--- src/vramPkg.sv ---
package vramPkg;

	// One VRAM word, both byte chips together
	localparam int vramDataW = 16;

	// Sprite tile number
	// 16 bits from the low word, 4 from the high word
	localparam int sprTileW = 20;

	// Fix tile number from the map entry
	localparam int fixTileW = 12;

	// Fixed four-slot cycle of CLK_6M
	// Order matters, the counter simply counts through it
	typedef enum logic [1:0]
	{
		slotCpu   = 2'd0,
		slotSprLo = 2'd1,
		slotSprHi = 2'd2,
		slotFix   = 2'd3
	} slotT;

	// CPU port handshake state
	// Idle waits for a request
	// Pending waits for the slot 0 access
	// Done holds the ack until the host lets go
	typedef enum logic [1:0]
	{
		cpuIdle    = 2'd0,
		cpuPending = 2'd1,
		cpuDone    = 2'd2
	} cpuStateT;

endpackage

--- src/attrDecode.sv ---
`timescale 1ns/1ps

module attrDecode (
	input  logic CLK_6M,
	input  logic rstN,
	input  logic [vramPkg::vramDataW-1:0] slotWord,
	input  vramPkg::slotT slotKind,
	input  logic slotStrobe,
	output logic [vramPkg::sprTileW-1:0] sprTileNb,
	output logic [7:0] sprPal,
	output logic [1:0] sprAa,
	output logic [1:0] sprFlip,
	output logic sprAttrValid,
	output logic [vramPkg::fixTileW-1:0] fixTileNb,
	output logic [3:0] fixPal,
	output logic fixAttrValid
);

	// Low word of the pair until the high word arrives
	logic [vramPkg::vramDataW-1:0] sprLo;

	always_ff @(posedge CLK_6M)
	begin
		if (slotStrobe && slotKind == vramPkg::slotSprLo)
			sprLo <= slotWord;
	end

	// Sprite fields from the high word
	always_ff @(posedge CLK_6M)
	begin
		if (!rstN)
		begin
			sprTileNb <= '0;
			sprPal <= '0;
			sprAa <= '0;
			sprFlip <= '0;
			sprAttrValid <= 1'b0;
		end
		else
		begin
			sprAttrValid <= slotStrobe && slotKind == vramPkg::slotSprHi;
			if (slotStrobe && slotKind == vramPkg::slotSprHi)
			begin
				// Upper tile nibble sits in bits 7:4
				sprTileNb <= {slotWord[7:4], sprLo};
				sprPal <= slotWord[15:8];
				sprAa <= slotWord[3:2];
				sprFlip <= slotWord[1:0];
			end
		end
	end

	// Fix map entry
	always_ff @(posedge CLK_6M)
	begin
		if (!rstN)
		begin
			fixTileNb <= '0;
			fixPal <= '0;
			fixAttrValid <= 1'b0;
		end
		else
		begin
			fixAttrValid <= slotStrobe && slotKind == vramPkg::slotFix;
			if (slotStrobe && slotKind == vramPkg::slotFix)
			begin
				fixPal <= slotWord[15:12];
				fixTileNb <= slotWord[11:0];
			end
		end
	end

endmodule

--- config.mk ---
export PLATFORM = sky130hd
export DESIGN_NAME = attrDecode
export DESIGN_NICKNAME = d
export VERILOG_FILES = /design/src/vramPkg.sv /design/src/attrDecode.sv
export SDC_FILE = /design/constraint.sdc
export NUM_CORES = 1
export LEC_CHECK = 0
export ABC_AREA = 1
export BUFFER_PORTS_ARGS = -buffer_cell sky130_fd_sc_hd__buf_4
export CORE_ASPECT_RATIO = 1.25
export CORE_UTILIZATION = 55
export CTS_CLUSTER_SIZE = 16
export DETAILED_ROUTE_END_ITERATION = 6
export GPL_TIMING_DRIVEN = 0
export PLACE_DENSITY = 0.91
export SYNTH_ARGS = -nofsm -noshare
export SYNTH_HDL_FRONTEND = slang
export SYNTH_SLANG_ARGS = --single-unit
export TNS_END_PERCENT = 20
--- constraint.sdc ---
create_clock -name CLK_6M -period 2.5 [get_ports CLK_6M]
set_input_delay 0.125 -clock CLK_6M [delete_from_list [all_inputs] [get_ports CLK_6M]]
set_output_delay 0.125 -clock CLK_6M [all_outputs]
set_load 0.05 [all_outputs]
==> reports/summary.txt, run 1 <==
#FFs+latches synth - 66
setup ws final - 1.46 ns
Crit path buffers/inverters - 1
synthesized area per cell - 7.63 um^2
WP data arrival - 0.91 ns
Place WS - 0.825 ns
post-synthesis sequential area ratio - 59.1%
Worst EP required - 2.38 ns
number of synthesized flops with an enable pin - 16
DIE WIDTH - 62.4 um
net count after synthesis - 350
crit-path max FO - 2
CP Launch Type - flip-flop
grt total ovfl - 0
root buffer cell - clkbuf_8
first-pass GRT wire length - 9790 um
Hold WS - 0.116 ns
Post-DRT Antenna Nets - 0
vias - 2,242
worst-path cell chain - buf_4
main flop type after synthesis - dfxtp_1
Slew HR - 45.0%
Synth area leader - dfxtp_1
power per cell area - 722 nW/um^2
endpoint type of the worst setup path - primary output
fin crit period - 1.04 ns
Fmax - 966 MHz
DP HPWL - 3910 um
Port Buffer Count - 69
final setup TNS - 0 ns
H-tree levels - 3
layout cells sized above 1 - 21.7%
Fin. Hold Viols - 0
DIE AREA - 4840 um^2
Syn-to-layout area delta - 38.0%
antenna violations before repair - 0
Fill cells - 312
CTS tree - yes
ys async rst share - 0%
Synth Instances - 329
Slew Limit Fails - 0
vias in the first global route - 2,131
antenna diode count - 0
worst slew pin tran - 0.824 ns
status - finished clean
setup violators final - 0
MaxCap Viol Count - 0
Synth warnings - 0
nets - 446
Synth area leaders - dfxtp_1, edfxtp_1, nor2_1
mapped cell area - 2510 um^2
CTS buffer count - 9
count of cell types in the netlist - 10
final wirelength - 6020 um
gr usage total - 26.9%
CTS max path bufs - 2
post-CTS setup buffers - 0
io pins - 71
CP delay by family, top - flip-flops
routability cong. - 0.775
kind of critical path - reg -> out
CTS resizes - 0
hold buffers post-CTS - 16
number of placement rows - 27
Starting DRT DRC Count - 140
detailed-route DRC error count - 0
most numerous cell in the Yosys netlist - nor2_1
RSZ-0062 raised after global routing - no
most frequent cells after synthesis - nor2_1, nand2_1, dfxtp_1, inv_1, edfxtp_1
Avg Vias per Cell - 4.60
average wire per standard cell - 12.4 um
final core occ - 78.8%
clk sinks - 66
worst vdd ir - 0.523 mV
Worst-Skew Late Latency - 0.34 ns
Hold/Removal Path Class - in -> reg
Pre-antenna DRT Iters - 4
crit-path max cell delay - 0.36 ns
Final Skew - 0.00265 ns
CP max stage cell - dfxtp_1
Core ar. - 4390 um^2
Starting Density - 57.1%
largest net degree at the start of global routing - 17
LEAKAGE - 1.84 nW
Vert. Die Dim - 77.5 um
clock slew at reported path FFs - 0.07 ns
Final period util - 41.4%
Yosys top cell area share - 39.9%
-- registers in the layout, indices dropped and copies added (netlist names) --
signal and count:
sprFlip 2, sprAa 2, fixPal 4, sprAttrValid 1, fixTileNb 12, sprPal 8
fixAttrValid 1, sprLo 16, sprTileNb 20
-- placed cells by master (no fill, tap or decap), drive strengths merged --
cell,instances
clkinv,2
inv,50
nor2,99
dlygate4sd3,16
dfxtp,50
nand3,2
nand2,97
edfxtp,16
bufinv,2
buf,81
clkbuf,14
-- cell families (layout without fill, tap and decap cells) --
group,after synthesis,in the layout,synth area share (%)
and+or+nand+nor,198,198,29.7
DFF,66,66,59.1
buffers and inverters,65,165,11.2
-- metal layers --
layer / vias up / GRT usage (%) / routed length [um]
li1: 1141 / - / -
met1: 1004 / 29.4 / 2450
met2: 86 / 47.4 / 3120
met3: 11 / 6.62 / 314
met4: 0 / 14.7 / 127
met5: - / 0 / 0
-- report_power, final --
group          internal (mW)  switching, mW  leakage (nW)
clock network          0.550          0.378        0.0985
registers               1.15         0.0263         0.556
logic                  0.130          0.267          1.19
-- stage by stage --
stage	power [mW]	area (um^2)	instances
after floorplan	1.44	2510	329
after global placement	1.56	3100	456
final	2.50	3460	487
after detailed placement	1.57	3100	456
after global routing	2.59	3460	487
after CTS	2.50	3460	487
-- area by class of cell --
cell class,instances,area [um^2],share of cell area (%)
Clock buffer,11,131,3.80
Buffer,15,93.8,2.71
Inverter,50,188,5.42
Sequential cell,66,1480,42.8
Multi-Input combinational cell,198,748,21.6
Clock inverter,4,67.6,1.95
Tap cell,58,72.6,2.10
Timing Repair Buffer,85,678,19.6
-- path summary, 6_finish.rpt --
path                       from       endpoint  slack [ns]  cells past startpoint
setup / recovery   fixTileNb[3]   fixTileNb[3]        1.46                      1
hold / removal             rstN      sprPal[7]        0.12                      3
setup reg to reg  sprTileNb[19]  sprTileNb[19]        1.80                      4
hold reg to reg        sprLo[3]   sprTileNb[3]        0.48                      2
Power figures use the tool's default switching activity.
==> inputs of run 2 (changes only) <==
Settings changed: CORE_UTILIZATION 55 to 46, PLACE_DENSITY 0.91 to 0.82.
Clock period 2.5 ns to 0.86 ns, I/O delays scaled along.
==> run 2 against run 1 <==
Net effect: the run now ends with negative setup slack left; routed wire length up 8.0%; utilization down 3.4 points; die area increased by 19%; clock-buffer cell count unchanged; worst setup slack lost 1.5 ns; register-to-register slack got worse by 1.7 ns; clock skew up 0.0037 ns; sequential share of layout area shrank 3.1 points.
==> reports/summary.txt, run 2 (synthesized netlist as in run 1, its figures left out) <==
status - finished, violations left (was finished clean)
failing checks - negative setup slack
Sw Share - 28.0% (was 26.8%)
setup violators final - 48 (was 0)
Starting DRT DRC Count - 173 (was 140)
Final Skew - 0.00630 ns (was 0.00265 ns)
Final period util - 105%
crit-path max cell delay - 0.36 ns (about the same)
H-tree levels - 3 (unchanged)
Slew HR - 66.4% (was 45.0%)
power per cell area - 1860 nW/um^2 (was 722 nW/um^2)
antenna violations before repair - 0 (unchanged)
DP HPWL - 3850 um (was 3910 um)
r2r setup slk - 0.07 ns (was 1.80 ns)
final core occ - 75.4% (was 78.8%)
max reg flops - 20 (unchanged)
setup ws final - -0.0423 ns (was 1.46 ns)
worst hold path depth - 3 (unchanged)
Int Pwr - 5.21 mW (was 1.83 mW)
CP delay by family, top - flip-flops (unchanged)
r2r worst-path depth - 5 (was 4)
DIE WIDTH - 68.1 um (was 62.4 um)
average wire per standard cell - 13.1 um (was 12.4 um)
detailed-route DRC error count - 0 (unchanged)
CTS tree - yes (unchanged)
antenna diode count - 0 (unchanged)
CP max stage cell - dfxtp_2 (was dfxtp_1)
Starting Density - 48.7% (was 57.1%)
Core ar. - 5150 um^2 (was 4390 um^2)
vias in the first global route - 2,254 (was 2,131)
Pre-antenna DRT Iters - 4 (unchanged)
nets - 451 (was 446)
endpoint type of the worst setup path - primary output (unchanged)
Avg Vias per Cell - 4.57 (was 4.60)
Crit path buffers/inverters - 1 (unchanged)
placed inst area - 3110 um^2 (was 3100 um^2)
Fin. Hold Viols - 0 (unchanged)
crit-path max FO - 2 (unchanged)
biggest regs - sprTileNb x20, sprLo x16, fixTileNb x12 (unchanged)
hold path start - rstN (unchanged)
number of placement rows - 29 (was 27)
MaxCap Viol Count - 0 (unchanged)
sw power - 2.03 mW (was 0.671 mW)
worst slew pin tran - 0.503 ns (was 0.824 ns)
CP Launch Type - flip-flop (unchanged)
Syn-to-layout area delta - 54.9% (was 38.0%)
Fmax - 1110 MHz
Gate power share - 18.3% (was 15.9%)
first-pass GRT wire length - 10,200 um (was 9790 um)
R2R Path Start - fixTileNb[6] (was sprTileNb[19])
CTS max path bufs - 2 (unchanged)
Slew Limit Fails - 0 (unchanged)
final wirelength - 6500 um (was 6020 um)
most common cell after layout, fill and taps aside - nor2_1 (unchanged)
Post-DRT Antenna Nets - 0 (unchanged)
worst-path cell chain - buf_8 (was buf_4)
Worst EP required - 0.82 ns (was 2.38 ns)
worst vdd ir - 1.34 mV (was 0.523 mV)
layout cells sized above 1 - 34.3% (was 21.7%)
Worst-Skew Late Latency - 0.34 ns (about the same)
LEAKAGE - 1.97 nW (was 1.84 nW)
sequential fraction of design power - 48.1% (was 47.0%)
WP data arrival - 0.86 ns (was 0.91 ns)
grt total ovfl - 0 (unchanged)
io pins - 71 (unchanged)
fin crit period - 0.902 ns
root buffer cell - clkbuf_8 (unchanged)
Vert. Die Dim - 84.6 um (was 77.5 um)
Largest Register - sprTileNb (unchanged)
CTS buffer count - 9 (unchanged)
hold path endpoint - sprPal[7] (unchanged)
kind of critical path - reg -> out (unchanged)
cell area after layout - 3880 um^2 (was 3460 um^2)
gr usage total - 24.5% (was 26.9%)
clock slew at reported path FFs - 0.07 ns (about the same)
worst r2r dst - fixTileNb[6] (was sprTileNb[19])
Port Buffer Count - 69 (unchanged)
largest net degree at the start of global routing - 17 (unchanged)
most frequent cells in the layout - nor2_1, nand2_1, inv_1, dfxtp_2, buf_8 (was nor2_1, nand2_1, buf_4)
RSZ-0062 raised after global routing - yes (was no)
clock power share - 33.6% (was 37.1%)
routability cong. - 0.781 (was 0.775)
vias - 2,269 (was 2,242)
DIE AREA - 5750 um^2 (was 4840 um^2)
Hold/Removal Path Class - in -> reg (unchanged)
clk sinks - 66 (unchanged)
## run 2: stage by stage
stage / TNS, ns / setup WS, ns / power, mW / hold slack [ns] / cells
6_report: -0.749 / -0.0423 / 7.24 / 0.0258 / 496
2_1_floorplan: -3.03 / -0.0674 / 4.19 / 0.142 / 329
4_1_cts: -1.11 / -0.0354 / 7.17 / 0.0178 / 492
3_3_place_gp: -2.93 / -0.0984 / 4.54 / 0.243 / 460
3_5_place_dp: -4.35 / -0.117 / 4.56 / 0.244 / 460
5_1_grt: -2.31 / -0.0802 / 7.50 / 0.0257 / 496
## run 2: worst max-delay path by stage
stage / start / to / depth (start not counted)
CTS: sprTileNb[8] / sprTileNb[8] / 1
global placement: slotStrobe / sprLo[7] / 3
finish: sprTileNb[8] / sprTileNb[8] / 1
detailed placement: slotStrobe / sprLo[7] / 3
global route: fixTileNb[6] / fixTileNb[6] / 1
floorplan: fixTileNb[0] / fixTileNb[0] / 4
## run 2: cell type report
class                   count  area [um^2]
inverters                  50          188
clock inverters             4         43.8
clock buffers              11          131
repair buffers             90         1050
plain buffers              15         93.8
multi-input cells         198          753
fillers                   352         1270
flip-flops and latches     66         1540
well taps                  62         77.6
## run 2: what timing repair did
| action | in CTS | in global routing |
|---|---|---|
| resized for setup | 117 | 22 |
| setup endpoints to repair | 50 | 50 |
| endpoints found under the hold margin | 47 | 0 |
| buffers inserted | 1 | 4 |
| hold buffers | 16 | 0 |
## run 2: power by group through the flow
stage / combinational (mW) / sequential [mW] / clock, mW
floorplan: 0.306 / 3.88 / 0
CTS: 1.26 / 3.47 / 2.44
global route: 1.40 / 3.49 / 2.60
detailed placement: 1.08 / 3.48 / 0
global placement: 1.06 / 3.47 / 0
finish: 1.32 / 3.48 / 2.43
## run 2: layer usage
metal / wire (um) / vias to the layer above / share of wire, % / track usage [%]
li1: - / 1146 / - / -
met1: 2560 / 1021 / 39 / 29.4
met2: 3370 / 84 / 52 / 38.4
met3: 346 / 18 / 5.3 / 5.84
met4: 225 / 0 / 3.5 / 15.2
met5: 0 / - / 0 / 0
