### src/vramPkg.sv
package vramPkg;

	// One VRAM word, both byte chips together
	localparam int vramDataW = 16;

	// Sprite tile number
	// 16 bits from the low word, 4 from the high word
	localparam int sprTileW = 20;

	// Fix tile number from the map entry
	localparam int fixTileW = 12;

	// Fixed four-slot cycle of CLK_6M
	// Order matters, the counter simply counts through it
	typedef enum logic [1:0]
	{
		slotCpu   = 2'd0,
		slotSprLo = 2'd1,
		slotSprHi = 2'd2,
		slotFix   = 2'd3
	} slotT;

	// CPU port handshake state
	// Idle waits for a request
	// Pending waits for the slot 0 access
	// Done holds the ack until the host lets go
	typedef enum logic [1:0]
	{
		cpuIdle    = 2'd0,
		cpuPending = 2'd1,
		cpuDone    = 2'd2
	} cpuStateT;

endpackage

### src/slowVramIf.sv
`timescale 1ns/1ps

interface slowVramIf #(
	parameter int addrWidth = 15
);

	// Request side, set up by the CPU port
	logic req;
	logic [addrWidth-1:0] addr;
	logic [vramPkg::vramDataW-1:0] wrData;
	logic write;

	// Result side, one-cycle pulse from the sequencer
	logic done;
	logic [vramPkg::vramDataW-1:0] rdData;

	// CPU port end
	modport port (output req, output addr, output wrData, output write,
		input done, input rdData);

	// Slot sequencer end
	modport slot (input req, input addr, input wrData, input write,
		output done, output rdData);

endinterface

### src/cpuPort.sv
`timescale 1ns/1ps

module cpuPort #(
	parameter int addrWidth = 15
)(
	input  logic CLK_6M,
	input  logic rstN,
	input  logic cpuReq,
	input  logic [addrWidth-1:0] cpuAddr,
	input  logic [vramPkg::vramDataW-1:0] cpuWrData,
	input  logic cpuWrite,
	output logic cpuAck,
	output logic [vramPkg::vramDataW-1:0] cpuRdData,
	slowVramIf.port bus
);

	vramPkg::cpuStateT state;

	// Held copy of the host request
	logic [addrWidth-1:0] addrQ;
	logic [vramPkg::vramDataW-1:0] dataQ;
	logic writeQ;

	// Four-phase handshake FSM
	always_ff @(posedge CLK_6M)
	begin
		if (!rstN)
			state <= vramPkg::cpuIdle;
		else
		begin
			case (state)
				vramPkg::cpuIdle:
					if (cpuReq)
						state <= vramPkg::cpuPending;
				// Wait for the sequencer to serve slot 0
				vramPkg::cpuPending:
					if (bus.done)
						state <= vramPkg::cpuDone;
				// Ack stays up while the host keeps req high
				vramPkg::cpuDone:
					if (!cpuReq)
						state <= vramPkg::cpuIdle;
				default:
					state <= vramPkg::cpuIdle;
			endcase
		end
	end

	// Latch address, data and direction on acceptance
	// Host is free to change them afterwards
	always_ff @(posedge CLK_6M)
	begin
		if (state == vramPkg::cpuIdle && cpuReq)
		begin
			addrQ <= cpuAddr;
			dataQ <= cpuWrData;
			writeQ <= cpuWrite;
		end
		// Read result, kept until the next access
		if (state == vramPkg::cpuPending && bus.done)
			cpuRdData <= bus.rdData;
	end

	// Ack drops one cycle after req falls
	assign cpuAck = (state == vramPkg::cpuDone);

	// Forward to sequencer only while waiting
	assign bus.req = (state == vramPkg::cpuPending);
	assign bus.addr = addrQ;
	assign bus.wrData = dataQ;
	assign bus.write = writeQ;

endmodule

### src/flat_wrapper.sv
// flat-port wrapper written by rule: the top's interface ports become plain ports
module cpuPort_flat 
#(
	parameter int addrWidth = 15
)
  (CLK_6M, rstN, cpuReq, cpuAddr, cpuWrData, cpuWrite, cpuAck, cpuRdData, bus_req, bus_addr, bus_wrData, bus_write, bus_done, bus_rdData);
  slowVramIf #(.addrWidth(addrWidth)) bus_i ();
  input  logic CLK_6M;
  input  logic rstN;
  input  logic cpuReq;
  input  logic [addrWidth-1:0] cpuAddr;
  input  logic [vramPkg::vramDataW-1:0] cpuWrData;
  input  logic cpuWrite;
  output logic cpuAck;
  output logic [vramPkg::vramDataW-1:0] cpuRdData;
  output wire logic [$bits(bus_i.req)-1:0] bus_req;
  output wire logic [$bits(bus_i.addr)-1:0] bus_addr;
  output wire logic [$bits(bus_i.wrData)-1:0] bus_wrData;
  output wire logic [$bits(bus_i.write)-1:0] bus_write;
  input wire logic [$bits(bus_i.done)-1:0] bus_done;
  input wire logic [$bits(bus_i.rdData)-1:0] bus_rdData;
  assign bus_req = bus_i.req;
  assign bus_addr = bus_i.addr;
  assign bus_wrData = bus_i.wrData;
  assign bus_write = bus_i.write;
  assign bus_i.done = bus_done;
  assign bus_i.rdData = bus_rdData;
  cpuPort #(.addrWidth(addrWidth)) u_core (.CLK_6M(CLK_6M), .rstN(rstN), .cpuReq(cpuReq), .cpuAddr(cpuAddr), .cpuWrData(cpuWrData), .cpuWrite(cpuWrite), .cpuAck(cpuAck), .cpuRdData(cpuRdData), .bus(bus_i));
endmodule
### config.mk
export PLATFORM = sky130hd
export DESIGN_NAME = cpuPort_flat
export DESIGN_NICKNAME = d
export VERILOG_FILES = /design/src/vramPkg.sv /design/src/slowVramIf.sv /design/src/cpuPort.sv /design/src/flat_wrapper.sv
export SDC_FILE = /design/constraint.sdc
export NUM_CORES = 1
export LEC_CHECK = 0
export BUFFER_PORTS_ARGS = -buffer_cell sky130_fd_sc_hd__buf_4
export CAP_MARGIN = 0
export CORE_MARGIN = 2
export CORE_UTILIZATION = 37
export DETAILED_ROUTE_END_ITERATION = 10
export GPL_TIMING_DRIVEN = 0
export PLACE_DENSITY_LB_ADDON = 0.25
export SLEW_MARGIN = 15
export SYNTH_ARGS = -nofsm -noshare
export SYNTH_HDL_FRONTEND = slang
export SYNTH_SLANG_ARGS = --single-unit
export TNS_END_PERCENT = 10
### constraint.sdc
create_clock -name CLK_6M -period 2.5 [get_ports CLK_6M]
set_clock_uncertainty 0.2 [all_clocks]
set_input_delay 0.375 -clock CLK_6M [delete_from_list [all_inputs] [get_ports CLK_6M]]
set_output_delay 0.375 -clock CLK_6M [all_outputs]
set_load 0.01 [all_outputs]
==> results of run 1 <==
[synth_stat cells, drive strengths merged]
cell type	instances	share of area, %
edfxtp	48	93
nor2	3	0.73
o22ai	1	0.40
nor2b	1	0.40
nand2b	2	1.3
and2b	1	0.48
nor3b	1	0.81
nand2	2	0.48
dfxtp	2	2.6
[power groups by stage]
stage | Clock, mW | Combinational [mW] | Sequential (mW)
after CTS | 0.448 | 0.192 | 0.995
after detailed placement | 0 | 0.192 | 1.01
after floorplan | 0 | 0.0273 | 1.04
after global placement | 0 | 0.184 | 1.01
after global routing | 0.484 | 0.204 | 0.999
final | 0.428 | 0.188 | 0.994
[worst max-delay path: cells and delay by family, from the launching register on]
kind | cells | cell delay [ns]
flip-flops | 1 | 0.34
AND/OR/NAND/NOR | 2 | 0.84
[final cells by class]
| type | count | area (sq um) | area share, % |
|---|---|---|---|
| multi-input combinational | 11 | 81.3 | 3.29 |
| timing repair buffer | 101 | 758 | 30.7 |
| tap | 50 | 62.6 | 2.53 |
| sequential | 50 | 1480 | 60.0 |
| clock inverter | 3 | 16.3 | 0.659 |
| clock buffer | 5 | 68.8 | 2.79 |
[stage by stage]
| step | setup TNS [ns] | instance area, sq um | setup slack [ns] |
|---|---|---|---|
| 2_1_floorplan | 0 | 1550 | 0.0496 |
| 3_3_place_gp | -12.49 | 2370 | -0.391 |
| 3_5_place_dp | 0 | 2380 | 0.468 |
| 4_1_cts | 0 | 2470 | 0.529 |
| 5_1_grt | 0 | 2470 | 0.618 |
| 6_report | 0 | 2470 | 0.742 |
[registers in the layout, summed over array words and instances (netlist names)]
signal / cells
u_core.bus.write: 1
u_core.state: 2
u_core.cpuRdData: 16
u_core.bus.addr: 15
u_core.bus.wrData: 16
[metal layers]
layer	wire length, microns	vias to the layer above	share of wire, %	global-route usage (%)
li1	-	449	-	-
met5	0	-	0	0
met4	40	0	1.3	5.88
met1	966	415	32	11.7
met2	1460	75	48	21.6
met3	565	5	19	8.12
[how the worst max path moves through the flow]
stage / from / endpoint / depth (start not counted)
after floorplan: u_core.state[0]$_SDFFE_PN0P_ / u_core.bus.addr[0]$_DFFE_PP_ / 2
after global placement: cpuReq / u_core.bus.wrData[0]$_DFFE_PP_ / 3
after detailed placement: bus_done / u_core.cpuRdData[12]$_DFFE_PP_ / 3
after CTS: u_core.state[0]$_SDFFE_PN0P_ / u_core.cpuRdData[9]$_DFFE_PP_ / 2
after global routing: u_core.state[0]$_SDFFE_PN0P_ / u_core.bus.wrData[15]$_DFFE_PP_ / 2
final: u_core.state[0]$_SDFFE_PN0P_ / u_core.bus.wrData[12]$_DFFE_PP_ / 2
[logic make-up (layout without fill, tap and decap cells)]
logic type / after synthesis / in the layout
flops: 50 / 50
buf+inv: 0 / 109
simple gates: 10 / 10
compound gates: 1 / 1
==> metrics.txt, run 1 <==
# TYPE chip_impl_metric gauge
chip_impl_metric{name="numPortBuffers",unit=""} 101
chip_impl_metric{name="num-nets-final",unit=""} 221
chip_impl_metric{name="detail_route.vias_per_cell",unit=""} 4.29
chip_impl_metric{name="postSynthCellCount",unit=""} 61
chip_impl_metric{name="rr_worst_depth",unit=""} 2
chip_impl_metric{name="synth_seq_cells",unit=""} 50
chip_impl_metric{name="syn-mean-instance-area",unit="sq um"} 25.5
chip_impl_metric{name="first_global_vias",unit=""} 927
chip_impl_metric{name="cp.required",unit="ns"} 2.22
chip_impl_metric{name="cp_max_fo",unit=""} 32
chip_impl_metric{name="max_clock_freq",unit="MHz"} 569
chip_impl_info{name="critPathSlowestCell",value="sky130_fd_sc_hd__nor2_4"} 1
chip_impl_metric{name="post-route-drc-count",unit=""} 0
chip_impl_metric{name="overflow",unit=""} 0
chip_impl_metric{name="switching_share_of_total_power",unit="%"} 20.5
chip_impl_info{name="reg2reg_to",value="u_core.bus.wrData[12]$_DFFE_PP_"} 1
chip_impl_info{name="worstReg2RegStart",value="u_core.state[0]$_SDFFE_PN0P_"} 1
chip_impl_metric{name="post-place-cells",unit=""} 212
chip_impl_info{name="chain_of_cells_forming_the_critical_path",value="nand2b_1 -> nor2_4"} 1
chip_impl_metric{name="finalWirelength",unit="microns"} 3030
chip_impl_info{name="synth_top_family_by_area",value="simple AND/OR/NAND/NOR gates"} 1
chip_impl_metric{name="power.switching",unit="mW"} 0.330
chip_impl_metric{name="min_period_over_period",unit="%"} 70.3
chip_impl_metric{name="floorplan.io_pins",unit=""} 102
chip_impl_metric{name="die_y",unit="microns"} 68.8
chip_impl_metric{name="worst-r2r-setup-slack",unit="ns"} 0.74
chip_impl_metric{name="clock_buffer_count_from_cts",unit=""} 5
chip_impl_metric{name="cts_sinks",unit=""} 50
chip_impl_metric{name="post_synthesis_compound_gate_area_fraction",unit="%"} 0.403
chip_impl_metric{name="htreeDepth",unit=""} 2
chip_impl_metric{name="power_frac_clock",unit="%"} 26.6
chip_impl_metric{name="fin_worst_hold_slack",unit="ns"} 0.0501
chip_impl_info{name="timing.setup.critical_path_class",value="reg -> reg"} 1
chip_impl_metric{name="clock_tree.buffer_depth",unit=""} 2
chip_impl_metric{name="placeableCoreArea",unit="sq um"} 4030
chip_impl_metric{name="path_clk_slew",unit="ns"} 0.09
chip_impl_metric{name="synth_warnings",unit=""} 0
chip_impl_metric{name="postCtsSetupBuffers",unit=""} 0
chip_impl_info{name="setup_repair_after_global_routing_missed_its_margin",value="no"} 1
chip_impl_metric{name="route.antenna.remaining_nets",unit=""} 0
chip_impl_info{name="root_buffer",value="sky130_fd_sc_hd__clkbuf_8"} 1
chip_impl_metric{name="synthToLayoutAreaGrowth",unit="%"} 59.0
chip_impl_metric{name="fraction_of_the_mapped_netlist_area_in_simple_logic_gates",unit="%"} 4.19
chip_impl_metric{name="period_minus_slack",unit="ns"} 1.76
chip_impl_metric{name="report.power.total",unit="mW"} 1.61
chip_impl_info{name="layout_commonest_cell",value="sky130_fd_sc_hd__buf_4"} 1
chip_impl_metric{name="start_util",unit="%"} 38.5
chip_impl_metric{name="drt_pass1_iterations",unit=""} 4
chip_impl_info{name="tritoncts",value="done"} 1
chip_impl_metric{name="p_leak",unit="nW"} 1.03
chip_impl_info{name="crit_path_end_kind",value="flip-flop"} 1
chip_impl_metric{name="wire_length_per_cell",unit="microns"} 13.8
chip_impl_info{name="most-common-layout-cells",value="sky130_fd_sc_hd__buf_4 (101), sky130_fd_sc_hd__edfxtp_1 (48), sky130_fd_sc_hd__clkbuf_8 (5), sky130_fd_sc_hd__nand2_1 (2), sky130_fd_sc_hd__dfxtp_1 (2)"} 1
chip_impl_metric{name="timing_max_transition_violations_final",unit=""} 0
chip_impl_metric{name="clock_latency",unit="ns"} 0.28
chip_impl_metric{name="critical_path_arrival",unit="ns"} 1.48
chip_impl_metric{name="max_cap_viol_count",unit=""} 0
chip_impl_metric{name="floorplan.rows",unit=""} 23
chip_impl_metric{name="finish.cell_count_without_fillers",unit=""} 220
chip_impl_metric{name="yosys.area_share.xor_xnor",unit="%"} 0
chip_impl_metric{name="synthAdderAreaFrac",unit="%"} 0
chip_impl_metric{name="synth_mux_area_share",unit="%"} 0
chip_impl_info{name="timing.hold.worst.start",value="cpuAddr[9]"} 1
chip_impl_metric{name="mappedNetlistArea",unit="sq um"} 1550
chip_impl_metric{name="worst_slew_pin_tran",unit="ns"} 0.813
chip_impl_metric{name="power.share.sequential",unit="%"} 61.7
chip_impl_info{name="run_status",value="completed"} 1
chip_impl_metric{name="cts_resized",unit=""} 0
chip_impl_metric{name="antenna_fix_cells",unit=""} 0
chip_impl_metric{name="yosysUniqueCellTypes",unit=""} 10
chip_impl_metric{name="ys_seq_area_share",unit="%"} 95.4
chip_impl_metric{name="gp_routability_congestion",unit=""} 0.649
chip_impl_metric{name="maximum_single_stage_delay_on_the_critical_path",unit="ns"} 0.64
chip_impl_metric{name="grt_start_max_net_pins",unit=""} 33
chip_impl_metric{name="timing.max_slew.rel_slack",unit="%"} 45.7
chip_impl_metric{name="post_detail_place_hpwl",unit="microns"} 2420
chip_impl_metric{name="drt-initial-drc-count",unit=""} 81
chip_impl_metric{name="vias",unit=""} 944
chip_impl_metric{name="die_x",unit="microns"} 68.8
chip_impl_metric{name="wire_length_of_the_first_global_routing_pass",unit="microns"} 4070
chip_impl_metric{name="ir_drop",unit="mV"} 0.433
chip_impl_metric{name="timing.final.hold_violations",unit=""} 0
chip_impl_metric{name="power.share.combinational",unit="%"} 11.7
chip_impl_info{name="class_of_the_tightest_hold_or_removal_check",value="in -> reg"} 1
chip_impl_metric{name="finalCoreUtilization",unit="%"} 61.3
chip_impl_info{name="worstSetupStartpointType",value="flip-flop"} 1
chip_impl_metric{name="post_cts_hold_buffer_count",unit=""} 0
chip_impl_metric{name="cellPowerDensity",unit="nW/um^2"} 652
chip_impl_info{name="whs_endpoint",value="u_core.bus.addr[9]$_DFFE_PP_"} 1
chip_impl_metric{name="track_usage",unit="%"} 12.7
chip_impl_metric{name="p_int",unit="mW"} 1.28
chip_impl_metric{name="antenna_found_initial",unit=""} 0
chip_impl_metric{name="layout-drive-gt1-share",unit="%"} 65.9
chip_impl_metric{name="dieArea",unit="sq um"} 4730
chip_impl_metric{name="filler_cell_count",unit=""} 320
chip_impl_metric{name="hold-path-cell-count",unit=""} 1
chip_impl_metric{name="setup_viol",unit=""} 0
chip_impl_metric{name="postSynthNetCount",unit=""} 113
Note: power is estimated with default switching activity, not from simulation.
==> inputs of run 2 (changes only) <==
clock period = 1.4 ns   (was 2.5 ns; I/O delays follow)
==> run 2 against run 1 <==
Compared with the run above:
- critical path depth is the same
- clock-buffer cell count is the same
- core utilization grew 15 points
- flip-flop and latch count is the same
- via count grew 25%
- largest power group unchanged
- sequential share of layout area shrank 12 points
- cell count grew 24%
- non-clock buffer count grew 52
- the run now ends with setup timing left
- clock power grew 130%
- die area is the same
==> metrics.txt, run 2 (synthesis results as in run 1) <==
# TYPE chip_impl_metric gauge
chip_impl_info{name="run_status",value="finished, violations left"} 1
chip_impl_info{name="failing_checks",value="setup timing"} 1
chip_impl_metric{name="wire_length_per_cell",unit="microns"} 14.9
chip_impl_metric{name="detail_route.vias_per_cell",unit=""} 4.31
chip_impl_metric{name="post-place-cells",unit=""} 212
chip_impl_metric{name="floorplan.io_pins",unit=""} 102
chip_impl_metric{name="filler_cell_count",unit=""} 230
chip_impl_metric{name="dieArea",unit="sq um"} 4730
chip_impl_metric{name="placeableCoreArea",unit="sq um"} 4030
chip_impl_metric{name="power_frac_clock",unit="%"} 30.5
chip_impl_metric{name="postLayoutSetupSlackWorst",unit="ns"} -0.0403
chip_impl_info{name="layout_commonest_cell",value="sky130_fd_sc_hd__buf_4"} 1
chip_impl_metric{name="clock_buffer_count_from_cts",unit=""} 5
chip_impl_metric{name="routed-wl-met2",unit="microns"} 2010
chip_impl_metric{name="rr_worst_depth",unit=""} 2
chip_impl_metric{name="gp_routability_congestion",unit=""} 0.706
chip_impl_metric{name="total_area_of_multi_input_combinational_cells",unit="sq um"} 113
chip_impl_metric{name="power.share.combinational",unit="%"} 15.2
chip_impl_metric{name="cp_max_fo",unit=""} 7
chip_impl_metric{name="place_worst_setup_slack",unit="ns"} -0.347
chip_impl_metric{name="wire_length_of_the_first_global_routing_pass",unit="microns"} 5350
chip_impl_metric{name="antenna_found_initial",unit=""} 0
chip_impl_metric{name="path_clk_slew",unit="ns"} 0.08
chip_impl_info{name="class_of_the_tightest_hold_or_removal_check",value="in -> reg"} 1
chip_impl_metric{name="max_clock_freq",unit="MHz"} 694
chip_impl_metric{name="start_util",unit="%"} 38.5
chip_impl_metric{name="grt_start_max_net_pins",unit=""} 17
chip_impl_info{name="setup_repair_after_global_routing_missed_its_margin",value="yes"} 1
chip_impl_metric{name="worst_slew_pin_tran",unit="ns"} 0.448
chip_impl_metric{name="synthToLayoutAreaGrowth",unit="%"} 98.1
chip_impl_metric{name="numPortBuffers",unit=""} 101
chip_impl_metric{name="p_leak",unit="nW"} 1.29
chip_impl_metric{name="track_usage",unit="%"} 16.8
chip_impl_metric{name="dr_wl_met3",unit="microns"} 565
chip_impl_metric{name="hold-path-cell-count",unit=""} 3
chip_impl_metric{name="floorplan.rows",unit=""} 23
chip_impl_info{name="timing.hold.worst.start",value="bus_done"} 1
chip_impl_metric{name="p_int",unit="mW"} 2.60
chip_impl_info{name="timing.setup.critical_path_class",value="reg -> out"} 1
chip_impl_metric{name="clock_latency",unit="ns"} 0.29
chip_impl_metric{name="cts_sinks",unit=""} 50
chip_impl_metric{name="drt-initial-drc-count",unit=""} 74
chip_impl_metric{name="sequential_cell_area",unit="sq um"} 1490
chip_impl_metric{name="post-route-drc-count",unit=""} 0
chip_impl_metric{name="met1_length",unit="microns"} 1460
chip_impl_metric{name="die_x",unit="microns"} 68.8
chip_impl_metric{name="vias",unit=""} 1177
chip_impl_info{name="root_buffer",value="sky130_fd_sc_hd__clkbuf_8"} 1
chip_impl_metric{name="clock_tree.buffer_depth",unit=""} 2
chip_impl_metric{name="period_minus_slack",unit="ns"} 1.44
chip_impl_info{name="worstSetupStartpointType",value="flip-flop"} 1
chip_impl_metric{name="die_y",unit="microns"} 68.8
chip_impl_metric{name="finish.instance_area",unit="sq um"} 3080
chip_impl_metric{name="first_global_vias",unit=""} 1184
chip_impl_metric{name="finalWirelength",unit="microns"} 4060
chip_impl_metric{name="num-nets-final",unit=""} 274
chip_impl_metric{name="critical_path_arrival",unit="ns"} 1.03
chip_impl_metric{name="min_period_over_period",unit="%"} 103
chip_impl_metric{name="max_cap_viol_count",unit=""} 0
chip_impl_info{name="top_layer_used",value="met4"} 1
chip_impl_metric{name="antenna_fix_cells",unit=""} 0
chip_impl_metric{name="timing.max_slew.rel_slack",unit="%"} 70.1
chip_impl_info{name="most-common-layout-cells",value="sky130_fd_sc_hd__buf_4 (101), sky130_fd_sc_hd__dlygate4sd3_1 (49), sky130_fd_sc_hd__edfxtp_1 (48), sky130_fd_sc_hd__clkbuf_8 (5), sky130_fd_sc_hd__nor2_4 (3)"} 1
chip_impl_metric{name="placement.cell_area",unit="sq um"} 2390
chip_impl_info{name="reg2reg_to",value="u_core.cpuRdData[10]$_DFFE_PP_"} 1
chip_impl_metric{name="layout-drive-gt1-share",unit="%"} 54.3
chip_impl_info{name="whs_endpoint",value="u_core.state[1]$_SDFFE_PN0P_"} 1
chip_impl_info{name="worstReg2RegStart",value="u_core.state[0]$_SDFFE_PN0P_"} 1
chip_impl_info{name="tritoncts",value="done"} 1
chip_impl_metric{name="setup_viol",unit=""} 2
chip_impl_metric{name="timing_max_transition_violations_final",unit=""} 0
chip_impl_metric{name="switching_share_of_total_power",unit="%"} 20.7
chip_impl_metric{name="drt_pass1_iterations",unit=""} 4
chip_impl_metric{name="overflow",unit=""} 0
chip_impl_metric{name="htreeDepth",unit=""} 2
chip_impl_info{name="crit_path_end_kind",value="output port"} 1
chip_impl_metric{name="cp.required",unit="ns"} 0.99
chip_impl_metric{name="power.share.sequential",unit="%"} 54.3
chip_impl_metric{name="route.antenna.remaining_nets",unit=""} 0
chip_impl_metric{name="worst-r2r-setup-slack",unit="ns"} 0.05
chip_impl_metric{name="finish.cell_count_without_fillers",unit=""} 273
chip_impl_metric{name="power.switching",unit="mW"} 0.676
chip_impl_metric{name="timing.final.hold_violations",unit=""} 0
chip_impl_metric{name="ir_drop",unit="mV"} 1.14
chip_impl_metric{name="cellPowerDensity",unit="nW/um^2"} 1060
[run 2: cell types whose count changed in the layout (fill, tap and decap cells not counted), moves of 2 or more]
cell and delta:
sky130_fd_sc_hd__dlygate4sd3_1 +49, sky130_fd_sc_hd__dfxtp_4 +2, sky130_fd_sc_hd__nor2_4 +2, sky130_fd_sc_hd__dfxtp_1 -2
sky130_fd_sc_hd__buf_12 +2
[run 2: power by group through the flow]
stage | sequential (mW) | clock, mW | combinational [mW]
2_1_floorplan | 1.85 | 0 | 0.0554
3_3_place_gp | 1.81 | 0 | 0.337
4_1_cts | 1.78 | 1.02 | 0.478
6_report | 1.78 | 0.997 | 0.498
5_1_grt | 1.79 | 1.08 | 0.532
3_5_place_dp | 1.81 | 0 | 0.346
[run 2: layout make-up]
class,count,area share [%]
clock buffer,5,2.24
clock inverter,3,1.42
multi-input combinational,12,3.66
sequential,50,48.4
tap,50,2.03
timing repair buffer,153,42.3
[run 2: critical path, stage by stage, from the launching register on]
cell and delay, ns:
sky130_fd_sc_hd__dfxtp_4 0.42, sky130_fd_sc_hd__and2b_1 0.20, sky130_fd_sc_hd__buf_6 0.12
[run 2: metrics by stage]
step / TNS, ns / utilization [%] / power (mW) / hold WS [ns]
floorplan: -5.86 / - / 1.91 / 0.109
detailed placement: -14.30 / 59.4 / 2.16 / 0.189
global placement: -12.31 / 59.4 / 2.14 / 0.188
CTS: -0.764 / 75.4 / 3.27 / 0.0284
finish: -0.0415 / 76.4 / 3.27 / 0.0232
global route: -0.290 / 76.4 / 3.40 / 0.0289
[run 2: timing repair]
item,4_1_cts,5_1_grt
gates cloned,1,0
buffers inserted,1,2
hold buffers,49,0
setup endpoints to repair,50,34
hold endpoints to repair,50,0
gates resized for setup,5,3
pin swaps,1,2
[run 2: routing by layer]
metal,vias to the layer above,global-route usage (%)
met5,-,0
met2,84,29.9
li1,560,-
met4,0,7.35
met3,2,6.82
met1,531,17.2
[run 2: worst max path at each step]
stage                            startpoint                         endpoint  slack [ns]
2_1_floorplan  u_core.state[0]$_SDFFE_PN0P_     u_core.bus.addr[0]$_DFFE_PP_       -0.16
6_report       u_core.state[1]$_SDFFE_PN0P_                          bus_req       -0.04
4_1_cts        u_core.state[1]$_SDFFE_PN0P_                          bus_req       -0.07
5_1_grt        u_core.state[1]$_SDFFE_PN0P_                          bus_req       -0.07
3_5_place_dp   u_core.state[0]$_SDFFE_PN0P_   u_core.bus.wrData[6]$_DFFE_PP_       -0.35
3_3_place_gp   u_core.state[0]$_SDFFE_PN0P_  u_core.bus.wrData[14]$_DFFE_PP_       -0.31
